File: src/include/layer_macros.svh
`ifndef LAYER_MACROS_SVH
`define LAYER_MACROS_SVH

// One word of the datapath, two's complement with wrap-around
`define ACT_WIDTH 16

`define IN_COUNT 8 // Activations per input vector
`define NEURON_COUNT 4

`define NEURON_INDEX_WIDTH 2
// Index IN_COUNT addresses the bias of a neuron
`define WEIGHT_INDEX_WIDTH 4

`endif

File: src/rtl/layer_pkg.sv
`include "layer_macros.svh"

package layer_pkg;

	typedef logic [`ACT_WIDTH-1:0] act_t; // Activation or sum
	typedef logic [`ACT_WIDTH-1:0] coef_t; // Weight or bias

	typedef logic [`NEURON_INDEX_WIDTH-1:0] neuronIndex_t;
	typedef logic [`WEIGHT_INDEX_WIDTH-1:0] weightIndex_t;

	typedef struct packed
	{
		act_t [`IN_COUNT-1:0] act;
	} actVector_t;

	// Everything one neuron needs besides its input vector
	typedef struct packed
	{
		coef_t [`IN_COUNT-1:0] weight;
		coef_t bias;
	} neuronCoefs_t;

	typedef struct packed
	{
		act_t [`NEURON_COUNT-1:0] neuron;
	} layerOut_t;

	typedef struct packed
	{
		neuronIndex_t neuron;
		weightIndex_t index; // 0 to IN_COUNT-1 for a weight, IN_COUNT for the bias
		coef_t data;
	} weightWrite_t;

endpackage

File: src/rtl/reluNeuron.sv
`timescale 1ns/1ps
`include "layer_macros.svh"

module reluNeuron
(
	input logic clk,
	input logic reset,
	input logic inValid,
	input layer_pkg::actVector_t actIn,
	input layer_pkg::neuronCoefs_t coefs,
	output layer_pkg::act_t result,
	output logic resultValid
);
	import layer_pkg::*;

	actVector_t actReg;
	logic actValid;
	act_t [`IN_COUNT-1:0] products;
	act_t sumNext;
	act_t sumReg;
	logic sumValid;

	// Edge 1 captures the input vector
	always_ff @(posedge clk)
	begin
		if (reset)
		begin
			actReg <= '0;
			actValid <= 1'b0;
		end
		else
		begin
			actReg <= actIn;
			actValid <= inValid;
		end
	end

	// Only the low word of each product is kept
	always_comb
	begin
		for (int k = 0; k < `IN_COUNT; k++)
		begin
			products[k] = actReg.act[k] * coefs.weight[k];
		end
	end

	always_comb
	begin
		sumNext = coefs.bias;
		for (int k = 0; k < `IN_COUNT; k++)
		begin
			sumNext = sumNext + products[k]; // Wraps modulo 2^16
		end
	end

	always_ff @(posedge clk)
	begin
		if (reset)
		begin
			sumReg <= '0;
			sumValid <= 1'b0;
		end
		else
		begin
			sumReg <= sumNext;
			sumValid <= actValid;
		end
	end

	// ReLU looks only at the sign bit of the wrapped sum
	always_ff @(posedge clk)
	begin
		if (reset)
		begin
			result <= '0;
			resultValid <= 1'b0;
		end
		else
		begin
			result <= sumReg[`ACT_WIDTH-1] ? '0 : sumReg;
			resultValid <= sumValid;
		end
	end

endmodule

File: config.mk
export PLATFORM = sky130hd
export DESIGN_NAME = reluNeuron
export DESIGN_NICKNAME = d
export VERILOG_FILES = /design/src/rtl/layer_pkg.sv /design/src/rtl/reluNeuron.sv
export VERILOG_INCLUDE_DIRS = /design/src /design/src/include
export SDC_FILE = /design/constraint.sdc
export NUM_CORES = 2
export LEC_CHECK = 0
export BUFFER_PORTS_ARGS = -buffer_cell sky130_fd_sc_hd__buf_2
export CAP_MARGIN = 5
export CORE_MARGIN = 2
export CORE_UTILIZATION = 40
export DETAILED_ROUTE_END_ITERATION = 12
export GPL_ROUTABILITY_DRIVEN = 0
export PLACE_DENSITY_LB_ADDON = 0.1
export SYNTH_ARGS = -nofsm -noshare
export SYNTH_HDL_FRONTEND = slang
export SYNTH_SLANG_ARGS = --single-unit
File: constraint.sdc
create_clock -name clk -period 8.4 [get_ports clk]
set_input_delay 0.42 -clock clk [delete_from_list [all_inputs] [get_ports clk]]
set_output_delay 0.42 -clock clk [all_outputs]
set_load 0.01 [all_outputs]
==> flow_metrics.env <==
export IMPL_yosysTopAreaCellShare=0.439
export IMPL_arrival_ps=8520
export IMPL_maxSlewViolCount=0
export IMPL_post_route_min_period_ps=8100
export IMPL_cts_tree="yes"
export IMPL_cp_max_fo=6
export IMPL_worst_setup_path_start_kind="register"
export IMPL_gr_total_overflow=0
export IMPL_drt_total_wl_um=118000
export IMPL_synthTopCellsByArea="fa_1, ha_1, inv_1"
export IMPL_holdPathStages=2
export IMPL_synth_common_cells="inv_1, fa_1, nand2_1, and2_1, ha_1"
export IMPL_ios=292
export IMPL_wire_per_inst_um=20.8
export IMPL_grt_max_degree=80
export IMPL_antenna_found_initial=4
export IMPL_timing_final_crit_share=0.965
export IMPL_grt_usage=0.260
export IMPL_setup_viol=0
export IMPL_cp_slowest_cell="fa_2"
export IMPL_nets=5869
export IMPL_synth_most_common_cell="inv_1"
export IMPL_max_freq_mhz=123
export IMPL_clock_skew_ps=26.2
export IMPL_netlist_cell_type_count=37
export IMPL_n_fill_cell=9418
export IMPL_worst_path_buf_inv=5
export IMPL_syn_area_mm2=0.0375
export IMPL_drtAntennaViolNets=0
export IMPL_die_height_um=310
export IMPL_hpwl_um=106000
export IMPL_grt_pass1_vias=28500
export IMPL_cp_slowest_stage_delay_ps=660
export IMPL_cts_sinks=162
export IMPL_route_vias_total=25900
export IMPL_clockBufferDepth=2
export IMPL_route_detailed_drc=0
export IMPL_crit_start="actReg[3]$_SDFF_PP0_"
export IMPL_tightest_slew_ps=896
export IMPL_cap_violations=0
export IMPL_ys_dominant_reg_cell="dfxtp_1"
export IMPL_dieArea_mm2=0.0961
export IMPL_status="complete, no violations"
export IMPL_drt_pass1_iterations=5
export IMPL_min_from="actIn[95]"
export IMPL_cpMostUsedCell="fa_1"
export IMPL_cp_end_kind="register"
export IMPL_synth_seq_area_share=0.0866
export IMPL_min_to="actReg[95]$_SDFF_PP0_"
export IMPL_synth_seq_cells=162
export IMPL_critical_path_required_ps=8820
export IMPL_rr_startpoint="actReg[3]$_SDFF_PP0_"
export IMPL_cts_root_buf="clkbuf_16"
export IMPL_htree_levels=4
export IMPL_hold_violations=0
export IMPL_synth_edf_count=0
export IMPL_synthArstFlopShare=0
export IMPL_clkTransAtPathRegs_ps=100
export IMPL_grt_setup_unrepaired="yes"
export IMPL_die_w_um=310
export IMPL_synthCells=4074
export IMPL_cts_buffers=17
export IMPL_drive_gt1_frac=0.128
export IMPL_seq_area_mm2=0.00331
export IMPL_syn_to_final_growth_pct=12.2
export IMPL_r2r_cells=27
export IMPL_cp_num_cells=27
export IMPL_yosys_area_top_type="fa_1"
export IMPL_ys_warn_count=0
export IMPL_drtIter0Drc=1409
export IMPL_r2r_end="sumReg[15]$_SDFF_PP0_"
export IMPL_maxSlewHeadroom=0.401
export IMPL_synth_fp_nets=5524
export IMPL_port_buffer_count=290
export IMPL_via_per_inst=4.56
export IMPL_avgSynthCellArea_um2=9.20
export IMPL_grt_pass1_wl_um=181000
export IMPL_regToRegSetupSlack_ps=300
export IMPL_hold_ws_ps=89.9
export IMPL_core_mm2=0.0930
export IMPL_rows=112
export IMPL_hp_class="in2reg"
export IMPL_clkLatencyLatePin_ps=540
export IMPL_multi_input_area_mm2=0.0297
export IMPL_cp_top_family="adder cells"
export IMPL_critPathKind="reg2reg"
export IMPL_initial_core_util=0.403
-- stage by stage --
step / setup WS, ps / std cells / cell area (um^2) / util / TNS, ps
detailed placement: -20.2 / 5651 / 41300 / 0.444 / -20.2
global route: -41.5 / 5687 / 42000 / 0.452 / -41.5
floorplan: 396 / 4074 / 37500 / - / 0
global placement: 39.3 / 5651 / 41300 / 0.444 / 0
CTS: 130 / 5683 / 41900 / 0.450 / 0
finish: 298 / 5687 / 42000 / 0.452 / 0
-- metal layers --
metal / share of wire / GRT usage
met5: 0.00017 / 0
met4: 0.021 / 0.0606
met3: 0.040 / 0.0321
met2: 0.49 / 0.445
met1: 0.44 / 0.351
-- registers in the layout (all words and copies together), names as in the netlist --
signal	cells
sumValid	1
actReg	128
sumReg	16
resultValid	1
actValid	1
result	15
-- how the worst max path moves through the flow --
| stage | slack, ps | endpoint |
|---|---|---|
| after floorplan | 400 | sumReg[15]$_SDFF_PP0_ |
| after global placement | 40 | sumReg[15]$_SDFF_PP0_ |
| after global routing | -40 | sumReg[15]$_SDFF_PP0_ |
| after CTS | 130 | sumReg[14]$_SDFF_PP0_ |
| final | 300 | sumReg[15]$_SDFF_PP0_ |
| after detailed placement | -20 | sumReg[15]$_SDFF_PP0_ |
-- kinds of logic after synthesis --
family / Yosys count / share of synthesized area
adder cells (fa/ha/maj): 1175 / 0.557
AO/OA/AOI/OAI: 24 / 0.00407
buffers and inverters: 1188 / 0.121
AND/OR/NAND/NOR: 1262 / 0.169
flip-flops: 162 / 0.0866
XOR/XNOR: 262 / 0.0624
other: 1 / 0.000100
-- final cells by class --
type	count	area share
multi-input cells	2724	0.707
inverters	1044	0.0933
flip-flops and latches	162	0.0787
repair buffers	470	0.0685
well taps	1254	0.0373
clock buffers	17	0.0101
clock inverters	15	0.00453
diodes	1	0.0000595
-- cell usage in the layout (no fill, tap or decap), types with 5 or more instances in the layout --
| cell | n |
|---|---|
| nor2_1 | 13 |
| nor2b_1 | 135 |
| nand2_2 | 5 |
| nand2_1 | 611 |
| dfxtp_4 | 6 |
| dfxtp_1 | 122 |
| xor2_1 | 47 |
| inv_1 | 1040 |
| o21ai_0 | 5 |
| clkbuf_16 | 17 |
| fa_2 | 8 |
| ha_1 | 354 |
| xnor2_1 | 210 |
| dfxtp_2 | 34 |
| a21oi_1 | 7 |
| buf_2 | 289 |
| buf_4 | 173 |
| fa_1 | 813 |
| and2_1 | 484 |
| buf_12 | 5 |
| and2_2 | 5 |
-- what timing repair did --
item                       in CTS  in global routing
buffers inserted                0                  3
setup endpoints to repair       0                  2
gates resized for setup         0                 64
hold buffers                    0                  0
Power is not shown: default switching activity piles up to over one toggle a cycle in this logic, so the estimate is an artifact.
