==> src/include/layer_macros.svh <==
`ifndef LAYER_MACROS_SVH
`define LAYER_MACROS_SVH

// One word of the datapath, two's complement with wrap-around
`define ACT_WIDTH 16

`define IN_COUNT 8 // Activations per input vector
`define NEURON_COUNT 4

`define NEURON_INDEX_WIDTH 2
// Index IN_COUNT addresses the bias of a neuron
`define WEIGHT_INDEX_WIDTH 4

`endif

==> src/rtl/layer_pkg.sv <==
`include "layer_macros.svh"

package layer_pkg;

	typedef logic [`ACT_WIDTH-1:0] act_t; // Activation or sum
	typedef logic [`ACT_WIDTH-1:0] coef_t; // Weight or bias

	typedef logic [`NEURON_INDEX_WIDTH-1:0] neuronIndex_t;
	typedef logic [`WEIGHT_INDEX_WIDTH-1:0] weightIndex_t;

	typedef struct packed
	{
		act_t [`IN_COUNT-1:0] act;
	} actVector_t;

	// Everything one neuron needs besides its input vector
	typedef struct packed
	{
		coef_t [`IN_COUNT-1:0] weight;
		coef_t bias;
	} neuronCoefs_t;

	typedef struct packed
	{
		act_t [`NEURON_COUNT-1:0] neuron;
	} layerOut_t;

	typedef struct packed
	{
		neuronIndex_t neuron;
		weightIndex_t index; // 0 to IN_COUNT-1 for a weight, IN_COUNT for the bias
		coef_t data;
	} weightWrite_t;

endpackage

==> src/rtl/weightStore.sv <==
`timescale 1ns/1ps
`include "layer_macros.svh"

module weightStore
(
	input logic clk,
	input logic reset,
	input logic weightWrite,
	input layer_pkg::weightWrite_t weightReq,
	output layer_pkg::neuronCoefs_t [`NEURON_COUNT-1:0] coefs
);
	import layer_pkg::*;

	logic [`NEURON_COUNT-1:0] neuronSel;
	logic [`IN_COUNT-1:0] weightSel;
	logic biasSel;
	logic writeAccept;
	neuronCoefs_t [`NEURON_COUNT-1:0] coefReg;

	// One-hot select of the neuron that owns the write
	always_comb
	begin
		for (int n = 0; n < `NEURON_COUNT; n++)
		begin
			neuronSel[n] = (weightReq.neuron == neuronIndex_t'(n));
		end
	end

	// Coefficient decode within the neuron
	always_comb
	begin
		for (int k = 0; k < `IN_COUNT; k++)
		begin
			weightSel[k] = (weightReq.index == weightIndex_t'(k));
		end
		biasSel = (weightReq.index == weightIndex_t'(`IN_COUNT));
	end

	// An index past the bias hits nothing and the write is dropped
	assign writeAccept = weightWrite && (biasSel || (|weightSel));

	always_ff @(posedge clk)
	begin
		if (reset)
		begin
			coefReg <= '0;
		end
		else if (writeAccept)
		begin
			for (int n = 0; n < `NEURON_COUNT; n++)
			begin
				for (int k = 0; k < `IN_COUNT; k++)
				begin
					if (neuronSel[n] && weightSel[k])
					begin
						coefReg[n].weight[k] <= weightReq.data;
					end
				end
				if (neuronSel[n] && biasSel)
				begin
					coefReg[n].bias <= weightReq.data;
				end
			end
		end
	end

	// Every neuron sees its coefficients straight from the registers
	assign coefs = coefReg;

endmodule
==> config.mk <==
export PLATFORM = sky130hd
export DESIGN_NAME = weightStore
export DESIGN_NICKNAME = d
export VERILOG_FILES = /design/src/rtl/layer_pkg.sv /design/src/rtl/weightStore.sv
export VERILOG_INCLUDE_DIRS = /design/src /design/src/include
export SDC_FILE = /design/constraint.sdc
export NUM_CORES = 1
export LEC_CHECK = 0
export BUFFER_PORTS_ARGS = -buffer_cell sky130_fd_sc_hd__buf_2
export CORE_AREA = 2 2 237 239
export CTS_BUF_LIST = sky130_fd_sc_hd__clkbuf_8
export CTS_CLUSTER_DIAMETER = 80
export CTS_CLUSTER_SIZE = 8
export DETAILED_ROUTE_END_ITERATION = 8
export DIE_AREA = 0 0 239 241
export PLACE_DENSITY = 0.67
export SYNTH_ARGS = -nofsm -noshare
export SYNTH_HDL_FRONTEND = slang
export SYNTH_SLANG_ARGS = --single-unit
==> constraint.sdc <==
create_clock -name clk -period 3.2 [get_ports clk]
set_input_delay 0.16 -clock clk [delete_from_list [all_inputs] [get_ports clk]]
set_output_delay 0.16 -clock clk [all_outputs]
set_load 0.02 [all_outputs]
==> impl_results.md, run 1 <==
* Vias at roughly 16000
* ANT nets after route at 0
* Clk sink count at 576
* Maxcap violations at 0
* Sequential fraction of the synthesis area at between 50% and 60%
* Worst path cell trace: buf_2 -> nor4b_4 -> nand2_2 -> mux2i_1 -> dlygate4sd3_1
* Post-DP HPWL at 49000 um
* Die width at 239 um
* Design Area, Final at between 20000 and 30000 sq um
* Final hold violations at 0
* Routed WL per cell at 22.9 um
* Worst hold path type: in -> reg
* Area Overhead vs Synth at 21.0%
* Yosys warning count at 0
* Max frequency at roughly 510 MHz
* Maximum buffer depth of the clock tree at 3
* TNS Setup at 0 ns
* Initial antenna violation count at 3
* DR vias/cell at roughly 4.9
* IO Count at approximately 600
* Die area at between 50000 and 60000 sq um
* Maximum vdd drop at about 0.28 mV
* Final max-slew violation count at 0
* Required time worst endpoint at 3.75 ns
* Sequential Power Share at between 50% and 60%
* Crit path arrival time at 2.52 ns
* CTS buffer count at 82
* Root buffer cell: clkbuf_8
* Net Sw Power at around 3.1 mW
* CTS tree: yes
* Die Y at about 240 um
* Pin count of the biggest net entering global routing at between 200 and 300
* Static Leakage at approximately 15 nW
* Max Clock Skew at 0 ns
* Overall routing resource usage at between 20% and 30%
* Starting density of the core at 40.6%
* Post-CTS Setup Repair Bufs at 0
* Number of global-route vias before repair at roughly 16000
* GR peak layer: met2
* Met2 usage at 42.2%
* Met1 Usage GRT at roughly 30%
* Combinational share of power at roughly 5.3%
* Synthesized netlist cell count at 1970
* Max stage delay on crit path at between 0.7 and 0.8 ns
* Outcome: completed
* Core Rows at 86
* Crit start category: input pin
* First-pass GRT wire length at roughly 110000 um
* Syn nets at around 2000
* Int Power at approximately 9.8 mW
* Yosys reg bits at approximately 580
* Cell Area, Synth at between 20000 and 25000 sq um
* Slowest cell on the critical path: nor4b_4
* I/O Buffers at 600
* Layout cells sized above 1 at 30.7%
* GRT overflow at 0
* Switching portion of total power at about a quarter
* Clock network power share at 38.8%
* # resized after CTS at 0
* Avg Inst Size Synth at between 10 and 15 sq um
* Core ar. at 54900 sq um
* Tmin final at slightly below 2 ns
* Largest register FFs at approximately 580
* RSZ-0062 raised after global routing: no
* Yosys cell types at 19
* Total power at 12.9 mW
* GRT met3 Usage at about 6.8%
* First-pass detailed-route iteration total at 5
* Rel. slew slack at 9.94%
* Final setup fails at 0
* WS Path Type: in -> reg
* WL final at 73700 um
* Htree depth at 3
* Worst slew pin tran at around 1.4 ns
* DRT iter0 DRCs at between 700 and 800
* Worst Setup End Kind: flip-flop
* Max FO, Critical Path at 16
* RePlAce Congestion at roughly 0.8
* Post-route clock period utilization at roughly 62%
* Pwr dens at ~480 nW/um^2
* Clk slew on worst S/H paths at around 0.060 ns
* Final #Nets at between 2000 and 3000
* DRC at 0
* Clock latency on the worst-skew pair at 0.65 ns
* Placed cell areas at 25700 sq um
power groups by stage:
stage	logic (mW)	registers, mW	clock network, mW
floorplan	0.357	7.41	0
detailed placement	0.684	7.37	0
global placement	0.678	7.37	0
finish	0.681	7.22	5.01
CTS	0.689	7.22	5.19
global route	0.711	7.21	5.47
synthesized netlist by cell type:
master | n | area (sq um)
buf_2 | 10 | 50.1
nor4b_4 | 4 | 95.1
nor4_4 | 1 | 21.3
nor3b_1 | 1 | 7.51
nand2_1 | 1 | 3.75
and4bb_2 | 2 | 25.0
nand2b_1 | 592 | 3700
clkbuf_1 | 108 | 405
nand2_2 | 35 | 219
and3_1 | 1 | 6.26
mux2i_1 | 576 | 5770
and3b_1 | 2 | 17.5
dfxtp_1 | 576 | 11500
and4b_1 | 1 | 10.0
buf_4 | 15 | 113
buf_6 | 18 | 203
buf_1 | 24 | 90.1
and4bb_1 | 1 | 12.5
and2_1 | 2 | 12.5
cell type report:
type	instances	area [sq um]
multi-input cells	1219	9940
flip-flops and latches	576	11500
diodes	2	5.00
well taps	704	881
clock inverters	9	85.1
repair buffers	626	3380
fillers	5134	27900
clock buffers	83	1140
cells in the final DEF (no fill, tap or decap), types with 3 or more instances in the layout:
cell           netlist  routed
buf_2               10     599
mux2i_1            576     576
nand2b_1           592     576
dfxtp_1            576     576
clkbuf_8             0      83
nand2_2             35      35
nand2b_2             0      16
buf_12               0      13
buf_4               15       9
nor4b_4              4       4
dlygate4sd3_1        0       4
inv_6                0       3
clkinvlp_4           0       3
worst max-delay path: cells and delay by family:
| kind | cells | cell delay, ns |
|---|---|---|
| buffers and inverters | 2 | 0.83 |
| multiplexers | 1 | 0.23 |
| AND/OR/NAND/NOR | 2 | 1.28 |
repair_timing:
item | CTS | global route
hold buffers | 4 | 0
endpoints found under the setup margin | 0 | 0
endpoints found under the hold margin | 35 | 0
layer usage:
layer | part of all wire [%] | up-vias
met2 | 49 | 512
li1 | - | 7498
met5 | 0.018 | -
met1 | 41 | 7787
met3 | 6.8 | 125
met4 | 3.1 | 2
path summary, 6_finish.rpt:
| check | startpoint | to | slack, ns | cells after the start |
|---|---|---|---|---|
| setup reg to reg | coefs[33] | coefs[33] | 2.07 | 3 |
| setup / recovery | weightReq[16] | coefs[33] | 1.23 | 5 |
| hold reg to reg | coefs[117] | coefs[117] | 0.47 | 2 |
| hold / removal | weightReq[15] | coefs[111] | 0.10 | 3 |
stage by stage:
| stage | setup slack [ns] | utilization [%] | hold WS (ns) | std cells |
|---|---|---|---|---|
| final | 1.23 | 49.1 | 0.104 | 3219 |
| after global routing | 1.19 | 49.1 | 0.0520 | 3217 |
| after CTS | 1.27 | 49.1 | 0.0503 | 3217 |
| after detailed placement | 0.973 | 46.8 | 0.460 | 3121 |
| after global placement | 0.969 | 46.8 | 0.459 | 3121 |
| after floorplan | 1.74 | - | 0.473 | 1970 |
cell families (layout without fill, tap and decap cells):
kind of cell | count (synthesis) | count (layout) | synth area share [%]
buf+inv | 175 | 718 | 3.86
flops | 576 | 576 | 51.7
mux | 576 | 576 | 25.9
other cells | 0 | 2 | 0
simple gates | 643 | 643 | 18.5
Power figures use the tool's default switching activity.
==> run 2: changes to the inputs <==
- ABC_AREA: default -> 1
- CORE_AREA: 2 2 237 239 -> 2 2 231 233
- DIE_AREA: 0 0 239 241 -> 0 0 233 235
- PLACE_DENSITY: 0.67 -> 0.7
- clock period: 3.2 -> 2.1 ns (I/O delays scaled with it)
==> run 2 against run 1 <==
Compared with the run above: first-iteration DRC count grew to 2.7 times the previous value; clock skew stayed put; synthesized area is 0.75% higher.
==> impl_results.md, run 2 <==
* Yosys cell types at 15
* Post-DP HPWL at 54000 um
* TNS Setup at 0 ns
* Outcome: completed
* Initial antenna violation count at 4
* Worst slew pin tran at 0.650 ns
* Most frequent cells in the layout: nor2_1 (1183), nand2_1 (686), buf_2 (600)
* IO Count at ~600
* Cell Area, Synth at 22500 sq um
* Crit path arrival time at around 1.4 ns
* Root buffer cell: clkbuf_8
* CTS tree: yes
* Final setup fails at 0
* Yosys warning count at 0
* Die Y at between 200 and 250 um
* Worst path cell trace: buf_2
* Post-route clock period utilization at a little over two thirds
* Design Area, Final at 27800 sq um
* Avg Inst Size Synth at about 6.9 sq um
* Post-synth ARST share at 0%
* Htree depth at 3
* Pin count of the biggest net entering global routing at between 100 and 150
* Mux contribution to synthesized area at 0%
* RR Startpoint: coefs[364]
* CTS buffer count at 82
* Core Rows at 84
* Final #Nets at roughly 3800
* Clk slew on worst S/H paths at roughly 0.07 ns
* Simple-gate share of the synthesized area at 42.5%
* First-pass GRT wire length at between 100000 and 150000 um
* Max FO, Critical Path at 2
* Post-synth top cells: nor2_1 (1196), nand2_1 (686), dfxtp_1 (576), nand3_1 (483), clkbuf_1 (95)
* Number of global-route vias before repair at 19700
* Compound-cell area share of the yosys netlist at 0%
* DRT iter0 DRCs at 1929
* Largest family of logic cells by synthesized area: simple AND/OR/NAND/NOR gates
* CP top delay family: flip-flops
* Synthesized netlist cell count at about 3300
* Max stage delay on crit path at 0.47 ns
* Pwr dens at between 700 and 800 nW/um^2
* I/O Buffers at 600
* Vias at about 23000
* Worst Setup End Kind: primary output
* Clock latency on the worst-skew pair at about 0.67 ns
* Clk sink count at about 580
* RSZ-0062 raised after global routing: no
* Maxcap violations at 0
* WS Path Type: reg -> out
* Final max-slew violation count at 0
* Starting density of the core at 43.0%
* Number of synthesized flops with an enable pin at 0
* Yosys reg bits at approximately 580
* Max Clock Skew at 0 ns
* Min Hold Slack at 0.0992 ns
* Top-area cell type share of the netlist area at between 50 and 60%
* Required time worst endpoint at ~2 ns
* Area Overhead vs Synth at 23.7%
* Overall routing resource usage at slightly below 30%
* First-pass detailed-route iteration total at 6
* Routed WL per cell at about 19 um
* Die width at 233 um
* Max frequency at ~680 MHz
* Core Util, Final at 53.2%
* Layout cells sized above 1 at 21.7%
* Crit start category: flip-flop
* GRT overflow at 0
* # resized after CTS at 0
* Maximum vdd drop at between 0.5 and 0.6 mV
* RePlAce Congestion at 0.829
* Syn nets at ~3300
* Top FF cell, synth: dfxtp_1
* DR vias/cell at around 5.0
* DRC at 0
* Sequential fraction of the synthesis area at between 50% and 60%
* Commonest non-fill, non-tap cell in the layout: nor2_1
* Core ar. at about 52000 sq um
* Final hold violations at 0
* Min-delay src: weightReq[16]
* Rel. slew slack at approximately 57%
* Maximum buffer depth of the clock tree at 3
* Tmin final at ~1.5 ns
* Most frequent cell after synthesis: nor2_1
* Synth top area cells: dfxtp_1 (51%), nor2_1 (20%), nand2_1 (11%)
* Largest register FFs at 576
* Slowest cell on the critical path: dfxtp_1
* Synth Area in XOR/XNOR at 0%
* Worst setup path start: coefs[364]
* WL final at 84600 um
* Worst Path Buf+Inv at 1
* Placed cell areas at 26400 sq um
* Static Leakage at about 13 nW
* Post-Synth Adder-Cell Area at 0%
* Largest area contributor in the netlist: dfxtp_1
* Die area at 54800 sq um
* ANT nets after route at 0
* Worst hold path type: in -> reg
## run 2: path summary, 6_finish.rpt
path / to / slack (ns) / cells past startpoint
max: coefs[364] / 0.62 / 1
min reg2reg: coefs[522] / 0.47 / 2
max reg2reg: coefs[364] / 1.39 / 2
min: coefs[210] / 0.1 / 6
## run 2: per-layer routing
layer	vias to the layer above	GRT usage [%]	wire [um]
met2	1012	46.8	39100
met4	4	12.9	3240
li1	11100	-	-
met5	-	0	28
met1	10400	38.7	34700
met3	172	6.65	7450
## run 2: power by group
group	leakage [nW]	internal, mW	switching [mW]
clock network	0.622	3.58	4.11
logic	8.18	0.439	1.17
registers	4.64	11.0	0.0478
## run 2: cell type report
cell class                 instances  area, sq um
sequential                       576        11500
tap                              688          861
timing repair buffer             715         4320
clock buffer                      84         1160
inverter                          60          240
multi-input combinational       2372         9610
clock inverter                     7         53.8
fill                            5233        24500
antenna                            2         5.00
## run 2: repair_timing
action	CTS	global route
hold buffers	17	0
hold endpoints to repair	92	0
buffers inserted	0	0
## run 2: cells by family (layout without fill, tap and decap cells)
logic type,count (synthesis),in the layout
and+or+nand+nor,2372,2372
DFF,576,576
buffers and inverters,316,866
other,0,2
## run 2: stage by stage
stage                     setup WS (ns)  power, mW  instances
final                             0.621       20.4       4504
after global routing              0.550       21.0       4504
after CTS                         0.547       20.5       4502
after detailed placement          0.411       12.9       4394
after global placement            0.489       12.9       4394
after floorplan                   0.901       12.2       3264
## run 2: worst register-to-register path: cells and delay by family (launching register included)
family | cells | cell delay, ns
flip-flops | 1 | 0.47
AND/OR/NAND/NOR | 2 | 0.18
