### src/include/layer_macros.svh
`ifndef LAYER_MACROS_SVH
`define LAYER_MACROS_SVH

// One word of the datapath, two's complement with wrap-around
`define ACT_WIDTH 16

`define IN_COUNT 8 // Activations per input vector
`define NEURON_COUNT 4

`define NEURON_INDEX_WIDTH 2
// Index IN_COUNT addresses the bias of a neuron
`define WEIGHT_INDEX_WIDTH 4

`endif

### src/rtl/layer_pkg.sv
`include "layer_macros.svh"

package layer_pkg;

	typedef logic [`ACT_WIDTH-1:0] act_t; // Activation or sum
	typedef logic [`ACT_WIDTH-1:0] coef_t; // Weight or bias

	typedef logic [`NEURON_INDEX_WIDTH-1:0] neuronIndex_t;
	typedef logic [`WEIGHT_INDEX_WIDTH-1:0] weightIndex_t;

	typedef struct packed
	{
		act_t [`IN_COUNT-1:0] act;
	} actVector_t;

	// Everything one neuron needs besides its input vector
	typedef struct packed
	{
		coef_t [`IN_COUNT-1:0] weight;
		coef_t bias;
	} neuronCoefs_t;

	typedef struct packed
	{
		act_t [`NEURON_COUNT-1:0] neuron;
	} layerOut_t;

	typedef struct packed
	{
		neuronIndex_t neuron;
		weightIndex_t index; // 0 to IN_COUNT-1 for a weight, IN_COUNT for the bias
		coef_t data;
	} weightWrite_t;

endpackage

### src/rtl/argmaxSelect.sv
`timescale 1ns/1ps
`include "layer_macros.svh"

module argmaxSelect
(
	input logic clk,
	input logic reset,
	input logic inValid,
	input layer_pkg::layerOut_t results,
	output logic outValid,
	output layer_pkg::layerOut_t layerOut,
	output layer_pkg::neuronIndex_t classIndex,
	output layer_pkg::act_t classScore
);
	import layer_pkg::*;

	neuronIndex_t bestIndex;
	act_t bestScore;

	// ReLU outputs are never negative, so an unsigned compare orders them
	always_comb
	begin
		bestIndex = '0;
		bestScore = results.neuron[0];
		for (int n = 1; n < `NEURON_COUNT; n++)
		begin
			// Strictly greater keeps the lowest index on a tie
			if (results.neuron[n] > bestScore)
			begin
				bestIndex = neuronIndex_t'(n);
				bestScore = results.neuron[n];
			end
		end
	end

	always_ff @(posedge clk)
	begin
		if (reset)
		begin
			outValid <= 1'b0;
		end
		else
		begin
			outValid <= inValid;
		end
	end

	// The class outputs hold between vectors
	always_ff @(posedge clk)
	begin
		if (reset)
		begin
			layerOut <= '0;
			classIndex <= '0;
			classScore <= '0;
		end
		else if (inValid)
		begin
			layerOut <= results;
			classIndex <= bestIndex;
			classScore <= bestScore;
		end
	end

endmodule

### config.mk
export PLATFORM = sky130hd
export DESIGN_NAME = argmaxSelect
export DESIGN_NICKNAME = d
export VERILOG_FILES = /design/src/rtl/layer_pkg.sv /design/src/rtl/argmaxSelect.sv
export VERILOG_INCLUDE_DIRS = /design/src /design/src/include
export SDC_FILE = /design/constraint.sdc
export NUM_CORES = 1
export LEC_CHECK = 0
export ABC_AREA = 1
export BUFFER_PORTS_ARGS = -buffer_cell sky130_fd_sc_hd__buf_2
export CAP_MARGIN = 25
export CORE_MARGIN = 1
export CORE_UTILIZATION = 35
export CTS_CLUSTER_DIAMETER = 150
export DETAILED_ROUTE_END_ITERATION = 6
export PLACE_DENSITY_LB_ADDON = 0.15
export SLEW_MARGIN = 10
export SYNTH_ARGS = -nofsm -noshare
export SYNTH_HDL_FRONTEND = slang
export SYNTH_SLANG_ARGS = --single-unit
### constraint.sdc
create_clock -name clk -period 4.5 [get_ports clk]
set_input_delay 0.45 -clock clk [delete_from_list [all_inputs] [get_ports clk]]
set_output_delay 0.45 -clock clk [all_outputs]
set_load 0.02 [all_outputs]
==> run_results.csv, run 1 <==
group,metric,value,unit
grt,grt_overflow,0,
place,dpl_worst_slack,-0.4349,ns
floorplanning,die_y,118.9,um
finish,final_common_cell,"buf_2",
place,dpl.hpwl,11120,um
worst_setup_path,cp.depth,30,
sta,fmax,0.2294,GHz
grt,grt.met3_usage,4.119,%
finish,drive_above_1_share,48.48,%
yosys,synth.distinct_cells,33,
worst_setup_path,r2r_slack,3.83,ns
worst_setup_path,crit_top_cell,"nand2_1",
finish,final_cell_mix,"buf_2, buf_4, dfxtp_1",
sta,rsz0062_at_grt,"true",
grt,grt_pass1_vias,4688,
sta,skew,0,ns
yosys,syn_area,4786,sq um
pwr,power_density,361.5,nW/um^2
outcome,status,"complete, no violations",
route,routedWlPerCell,14.87,um
worst_setup_path,critPathLaunchType,"primary input",
sta,slew_headroom,55.50,%
clock_tree,cts_hold_buf,0,
worst_setup_path,cp_slowest_cell,"ha_1",
worst_setup_path,endpoint,"classScore[8]$_SDFFE_PP0P_",
grt,use_met1,29.87,%
yosys,ys_seq_elements,83,
worst_setup_path,critPathBufInv,6,
pwr,clkPwrFrac,25.8,%
worst_setup_path,max_stage_delay,0.31,ns
finish,nNetsFinal,1001,
sta,fin_ws,0.1411,ns
clock_tree,clock_tree.root_cell,"clkbuf_16",
finish,fillerInstances,1234,
worst_setup_path,worstPathRequired,4.70,ns
hold_path,min_path_type,"in2reg",
clock_tree,clock_latency,0.34,ns
worst_setup_path,worstPathMaxFanout,8,
pwr,seqPwrFrac,30.0,%
sta,min_period,4.359,ns
grt,grt_max_degree,117,
clock_tree,path_clk_slew,0.06,ns
route,drc,0,
yosys,syn-instance-count,653,
worst_setup_path,cp_top_family,"simple AND/OR/NAND/NOR gates",
worst_setup_path,critical_path_class,"in2reg",
worst_setup_path,r2r-end,"layerOut[53]$_SDFFE_PP0P_",
clock_tree,numCtsBuffers,9,
route,wl,15890,um
clock_tree,clk_path_buf_depth,2,
yosys,synth.yosys.seq_area_share,34.72,%
route,vias,5245,
grt,busiest_layer,"met2",
route,first_pass_iters,5,
yosys,syn_avg_cell_area,7.329,sq um
place,portBuffers,149,
grt,grt_pass1_wl,23440,um
finish,final_core_util,58.43,%
finish,syn2layout_area_growth,62.33,%
sta,hold_viol_final,0,
sta,min_period_over_period,96.86,%
yosys,yosysWarnings,0,
place,gp_congestion,0.8395,
sta,drv_slew,0,
pwr,comb_power_share,44.1,%
route,vias_per_cell,4.911,
floorplanning,core.rowCount,42,
route,first_iter_violations,260,
grt,antenna_found_initial,1,
run,cap_violations,0,
pwr,swShare,35.86,%
pwr,p_int,1.801,mW
floorplanning,die_x,118.9,um
sta,worst_pin_slew,0.6675,ns
worst_setup_path,rr_worst_depth,2,
route,final_antenna_net_count,0,
pwr,power_switching,1.007,mW
yosys,syn_nets,768,
pwr,cellLeakagePower,3.785,nW
floorplanning,io_pins,150,
grt,grt_util_met2,30.74,%
clock_tree,clkSinkCount,83,
sta,setup_viol,0,
clock_tree,h-tree-depth,3,
floorplanning,initial_utilization,36.00,%
pwr,irDropWorstVdd,0.2249,mV
worst_setup_path,cp-end-kind,"register",
floorplanning,die_area,14150,sq um
floorplanning,core,13300,sq um
grt,grt.total_usage,20.91,%
worst_setup_path,startpoint,"results[15]",
worst_setup_path,r2r-start,"layerOut[53]$_SDFFE_PP0P_",
worst_setup_path,cp.arrival,4.56,ns
clock_tree,cts_tree,"done",
==> worst min path at each step <==
stage | start | endpoint | cells after the start
2_1_floorplan | classScore[0]$_SDFFE_PP0P_ | classScore[0]$_SDFFE_PP0P_ | 2
3_3_place_gp | classScore[9]$_SDFFE_PP0P_ | classScore[9]$_SDFFE_PP0P_ | 2
3_5_place_dp | classScore[13]$_SDFFE_PP0P_ | classScore[13]$_SDFFE_PP0P_ | 2
4_1_cts | results[34] | layerOut[34]$_SDFFE_PP0P_ | 3
5_1_grt | results[49] | layerOut[49]$_SDFFE_PP0P_ | 3
6_report | results[49] | layerOut[49]$_SDFFE_PP0P_ | 3
==> kinds of logic after synthesis <==
family          share of synthesized area [%]
compound gates                          18.01
flops                                   34.72
simple gates                            25.91
fa+ha+maj                               12.55
buf+inv                                 8.810
==> power by group through the flow <==
| stage | logic [mW] | clock network (mW) | registers (mW) |
|---|---|---|---|
| 5_1_grt | 1.35 | 0.778 | 0.852 |
| 2_1_floorplan | 0.457 | 0 | 0.944 |
| 6_report | 1.24 | 0.726 | 0.844 |
| 4_1_cts | 0.912 | 0.743 | 0.844 |
| 3_5_place_dp | 0.893 | 0 | 0.858 |
| 3_3_place_gp | 0.870 | 0 | 0.858 |
==> cell type report <==
type                            instances  area, sq um  share of cell area (%)
Tap cell                              176        220.2                   2.835
Multi-Input combinational cell        473         3603                   46.38
Sequential cell                        83         1662                   21.39
Timing Repair Buffer                  254         1732                   22.29
Antenna cell                            1        2.502                 0.03221
Clock buffer                           15        287.8                   3.704
Clock inverter                          1        5.005                 0.06442
Inverter                               65        256.5                   3.302
==> through the flow <==
step | hold slack [ns] | TNS [ns] | instance area (sq um) | power, mW | cells
global placement | 0.4567 | -4.828 | 6247 | 1.729 | 1030
global route | 0.3991 | -2.183 | 7769 | 2.978 | 1068
floorplan | 0.5447 | 0 | 4786 | 1.401 | 653
detailed placement | 0.4534 | -6.835 | 6247 | 1.751 | 1030
finish | 0.3843 | 0 | 7769 | 2.808 | 1068
CTS | 0.3659 | 0 | 6578 | 2.498 | 1047
==> state kept, by name, indices dropped and copies added (netlist names) <==
signal and count:
classScore 16, outValid 1, layerOut 64, classIndex 2
==> routing by layer <==
layer | vias to the layer above | wire (um)
met4 | 0 | 308
met3 | 20 | 910
met2 | 162 | 7217
met1 | 2415 | 7448
met5 | - | 0
li1 | 2648 | -
==> what timing repair did <==
item                                    4_1_cts  5_1_grt
endpoints found under the setup margin       15       18
hold endpoints to repair                      0        0
pin swaps                                     6       56
gates cloned                                  0        4
gates resized for setup                       7      199
buffers inserted                              1       14
==> worst register-to-register path, delay by kind of cell, from the launching register on <==
kind / cells / cell delay, ns
flip-flops: 1 / 0.32
AO/OA/AOI/OAI: 1 / 0.21
AND/OR/NAND/NOR: 1 / 0.05
==> synthesized netlist by cell type, drive strengths merged <==
cell	number	area share, %
nand2	127	11
dfxtp	83	35
o21ai	71	7.4
a21oi	69	7.3
inv	64	5.0
nor2	61	4.8
nand3	51	6.5
ha	48	13
clkbuf	26	2.2
a211oi	16	2.5
and2	15	2.0
buf	8	1.5
nand4	4	0.52
nor3	3	0.42
a21o	1	0.16
a31oi	1	0.13
clkinv	1	0.078
nor4	1	0.26
o21a	1	0.16
o21bai	1	0.16
o221ai	1	0.18
No activity file was read; power rests on OpenSTA's default activity.
==> run 2, diff against run 1 <==
--- a/config.mk
+++ b/config.mk
@@ -14,6 +14,7 @@
 export CTS_CLUSTER_DIAMETER = 150
 export DETAILED_ROUTE_END_ITERATION = 6
 export PLACE_DENSITY_LB_ADDON = 0.15
+export RECOVER_POWER = 25
 export SLEW_MARGIN = 10
 export SYNTH_ARGS = -nofsm -noshare
 export SYNTH_HDL_FRONTEND = slang
==> run_results.csv, run 2 (same netlist as run 1, synthesis figures left out) <==
group,metric,value,unit
route,routedWlPerCell,14.95,um
clock_tree,clk_path_buf_depth,2,
sta,fin_ws,0.1402,ns
sta,fmax,0.2294,GHz
finish,syn2layout_area_growth,60.99,%
grt,grt_max_degree,117,
hold_path,hold-path-cell-count,3,
sta,min_period_over_period,96.88,%
sta,worst_pin_slew,3.586,ns
worst_setup_path,critical_path_class,"in2reg",
worst_setup_path,r2r_slack,3.66,ns
place,dpl_worst_slack,-0.4349,ns
worst_setup_path,rr_worst_depth,2,
worst_setup_path,max_stage_delay,0.31,ns
worst_setup_path,critPathLaunchType,"primary input",
grt,grt.total_usage,20.91,%
grt,grt_pass1_vias,4688,
pwr,irDropWorstVdd,0.2254,mV
floorplanning,die_x,118.9,um
place,dpl.hpwl,11120,um
finish,final_area,7705,sq um
route,final_antenna_net_count,0,
clock_tree,cts_tree,"done",
floorplanning,initial_utilization,36.00,%
route,vias,5227,
clock_tree,numCtsBuffers,9,
sta,rsz0062_at_grt,"true",
worst_setup_path,endpoint,"classScore[8]$_SDFFE_PP0P_",
grt,antenna_found_initial,1,
place,portBuffers,149,
hold_path,min_path_type,"in2reg",
finish,top_regs,"layerOut x64, classScore x16, classIndex x2",
clock_tree,clock_tree.root_cell,"clkbuf_16",
pwr,power_density,363.6,nW/um^2
sta,min_period,4.360,ns
finish,final_cell_mix,"buf_2, buf_4, dfxtp_1",
clock_tree,clkSinkCount,83,
floorplanning,core.rowCount,42,
clock_tree,path_clk_slew,0.06,ns
pwr,cellLeakagePower,3.656,nW
floorplanning,die_y,118.9,um
place,placed_cell_area,6247,sq um
route,drc,0,
finish,nNetsFinal,1001,
floorplanning,die_area,14150,sq um
place,gp_congestion,0.8395,
outcome,status,"finished with violations",
sta,slew_headroom,-139.1,%
sta,hold_viol_final,0,
worst_setup_path,r2r-end,"layerOut[23]$_SDFFE_PP0P_",
worst_setup_path,cp_slowest_cell,"ha_1",
route,wl,15970,um
route,vias_per_cell,4.894,
sta,setup_viol,0,
floorplanning,io_pins,150,
grt,grt_pass1_wl,23440,um
worst_setup_path,worstPathRequired,4.70,ns
outcome,violations,"capacitance limit, slew limit",
clock_tree,clock_latency,0.34,ns
worst_setup_path,cp-end-kind,"register",
clock_tree,h-tree-depth,3,
worst_setup_path,r2r-start,"layerOut[23]$_SDFFE_PP0P_",
finish,largest_register_ffs,64,
route,first_pass_iters,5,
finish,final_common_cell,"buf_2",
worst_setup_path,cp.arrival,4.56,ns
route,first_iter_violations,252,
finish,top_register,"layerOut",
worst_setup_path,crit_top_cell,"nand2_1",
sta,skew,0,ns
worst_setup_path,startpoint,"results[15]",
run,cap_violations,1,
worst_setup_path,worstPathMaxFanout,8,
sta,drv_slew,94,
grt,grt_overflow,0,
finish,drive_above_1_share,44.78,%
floorplanning,core,13300,sq um
## run 2: cell count changes in the layout (fill, tap and decap cells not counted)
cell      before  now
clkbuf_1       2   35
buf_2        140  108
buf_16         2    1
buf_4         89   88
clkbuf_4       0    1
## run 2: critical path: cells and delay by family
kind / cells / cell delay, ns
AND/OR/NAND/NOR: 18 / 2.19
adder cells (fa/ha/maj): 3 / 0.85
buffers and inverters: 6 / 0.78
AO/OA/AOI/OAI: 3 / 0.27
## run 2: worst min-delay path by stage
stage	from	end	slack, ns
2_1_floorplan	classScore[0]$_SDFFE_PP0P_	classScore[0]$_SDFFE_PP0P_	0.54
3_3_place_gp	classScore[9]$_SDFFE_PP0P_	classScore[9]$_SDFFE_PP0P_	0.46
3_5_place_dp	classScore[13]$_SDFFE_PP0P_	classScore[13]$_SDFFE_PP0P_	0.45
4_1_cts	results[34]	layerOut[34]$_SDFFE_PP0P_	0.37
5_1_grt	results[49]	layerOut[49]$_SDFFE_PP0P_	0.40
6_report	results[49]	layerOut[49]$_SDFFE_PP0P_	0.38
## run 2: cell type report
class / instances / area, sq um
Timing Repair Buffer: 254 / 1668
Antenna cell: 1 / 2.502
Clock buffer: 15 / 287.8
Multi-Input combinational cell: 473 / 3603
Sequential cell: 83 / 1662
Inverter: 65 / 256.5
Fill cell: 1254 / 5590
Clock inverter: 1 / 5.005
Tap cell: 176 / 220.2
## run 2: routing by layer
metal,global-route usage [%],share of wire (%)
met5,0,0
met4,7.991,2.0
met3,4.119,5.2
met2,30.74,45
met1,29.87,48
## run 2: repair_timing
| item | CTS | global route |
|---|---|---|
| resized for setup | 7 | 199 |
| buffers inserted | 1 | 14 |
| pin swaps | 6 | 56 |
| endpoints found under the setup margin | 15 | 18 |
| hold buffers | 0 | 0 |
| hold endpoints to repair | 0 | 0 |
| gates cloned | 0 | 4 |
## run 2: report_power, final
group / switching [mW] / total (mW) / internal [mW]
combinational: 0.679 / 1.23 / 0.552
sequential: 0.0370 / 0.845 / 0.808
clock: 0.292 / 0.726 / 0.434
## run 2: through the flow
stage / hold WS, ns / cells / setup TNS (ns) / util [%] / power, mW
after floorplan: 0.5447 / 653 / 0 / - / 1.401
after global placement: 0.4567 / 1030 / -4.828 / 46.99 / 1.729
after detailed placement: 0.4534 / 1030 / -6.835 / 46.99 / 1.751
after CTS: 0.3659 / 1047 / 0 / 49.47 / 2.498
after global routing: 0.3991 / 1068 / -2.180 / 57.95 / 2.971
final: 0.3807 / 1068 / 0 / 57.95 / 2.802
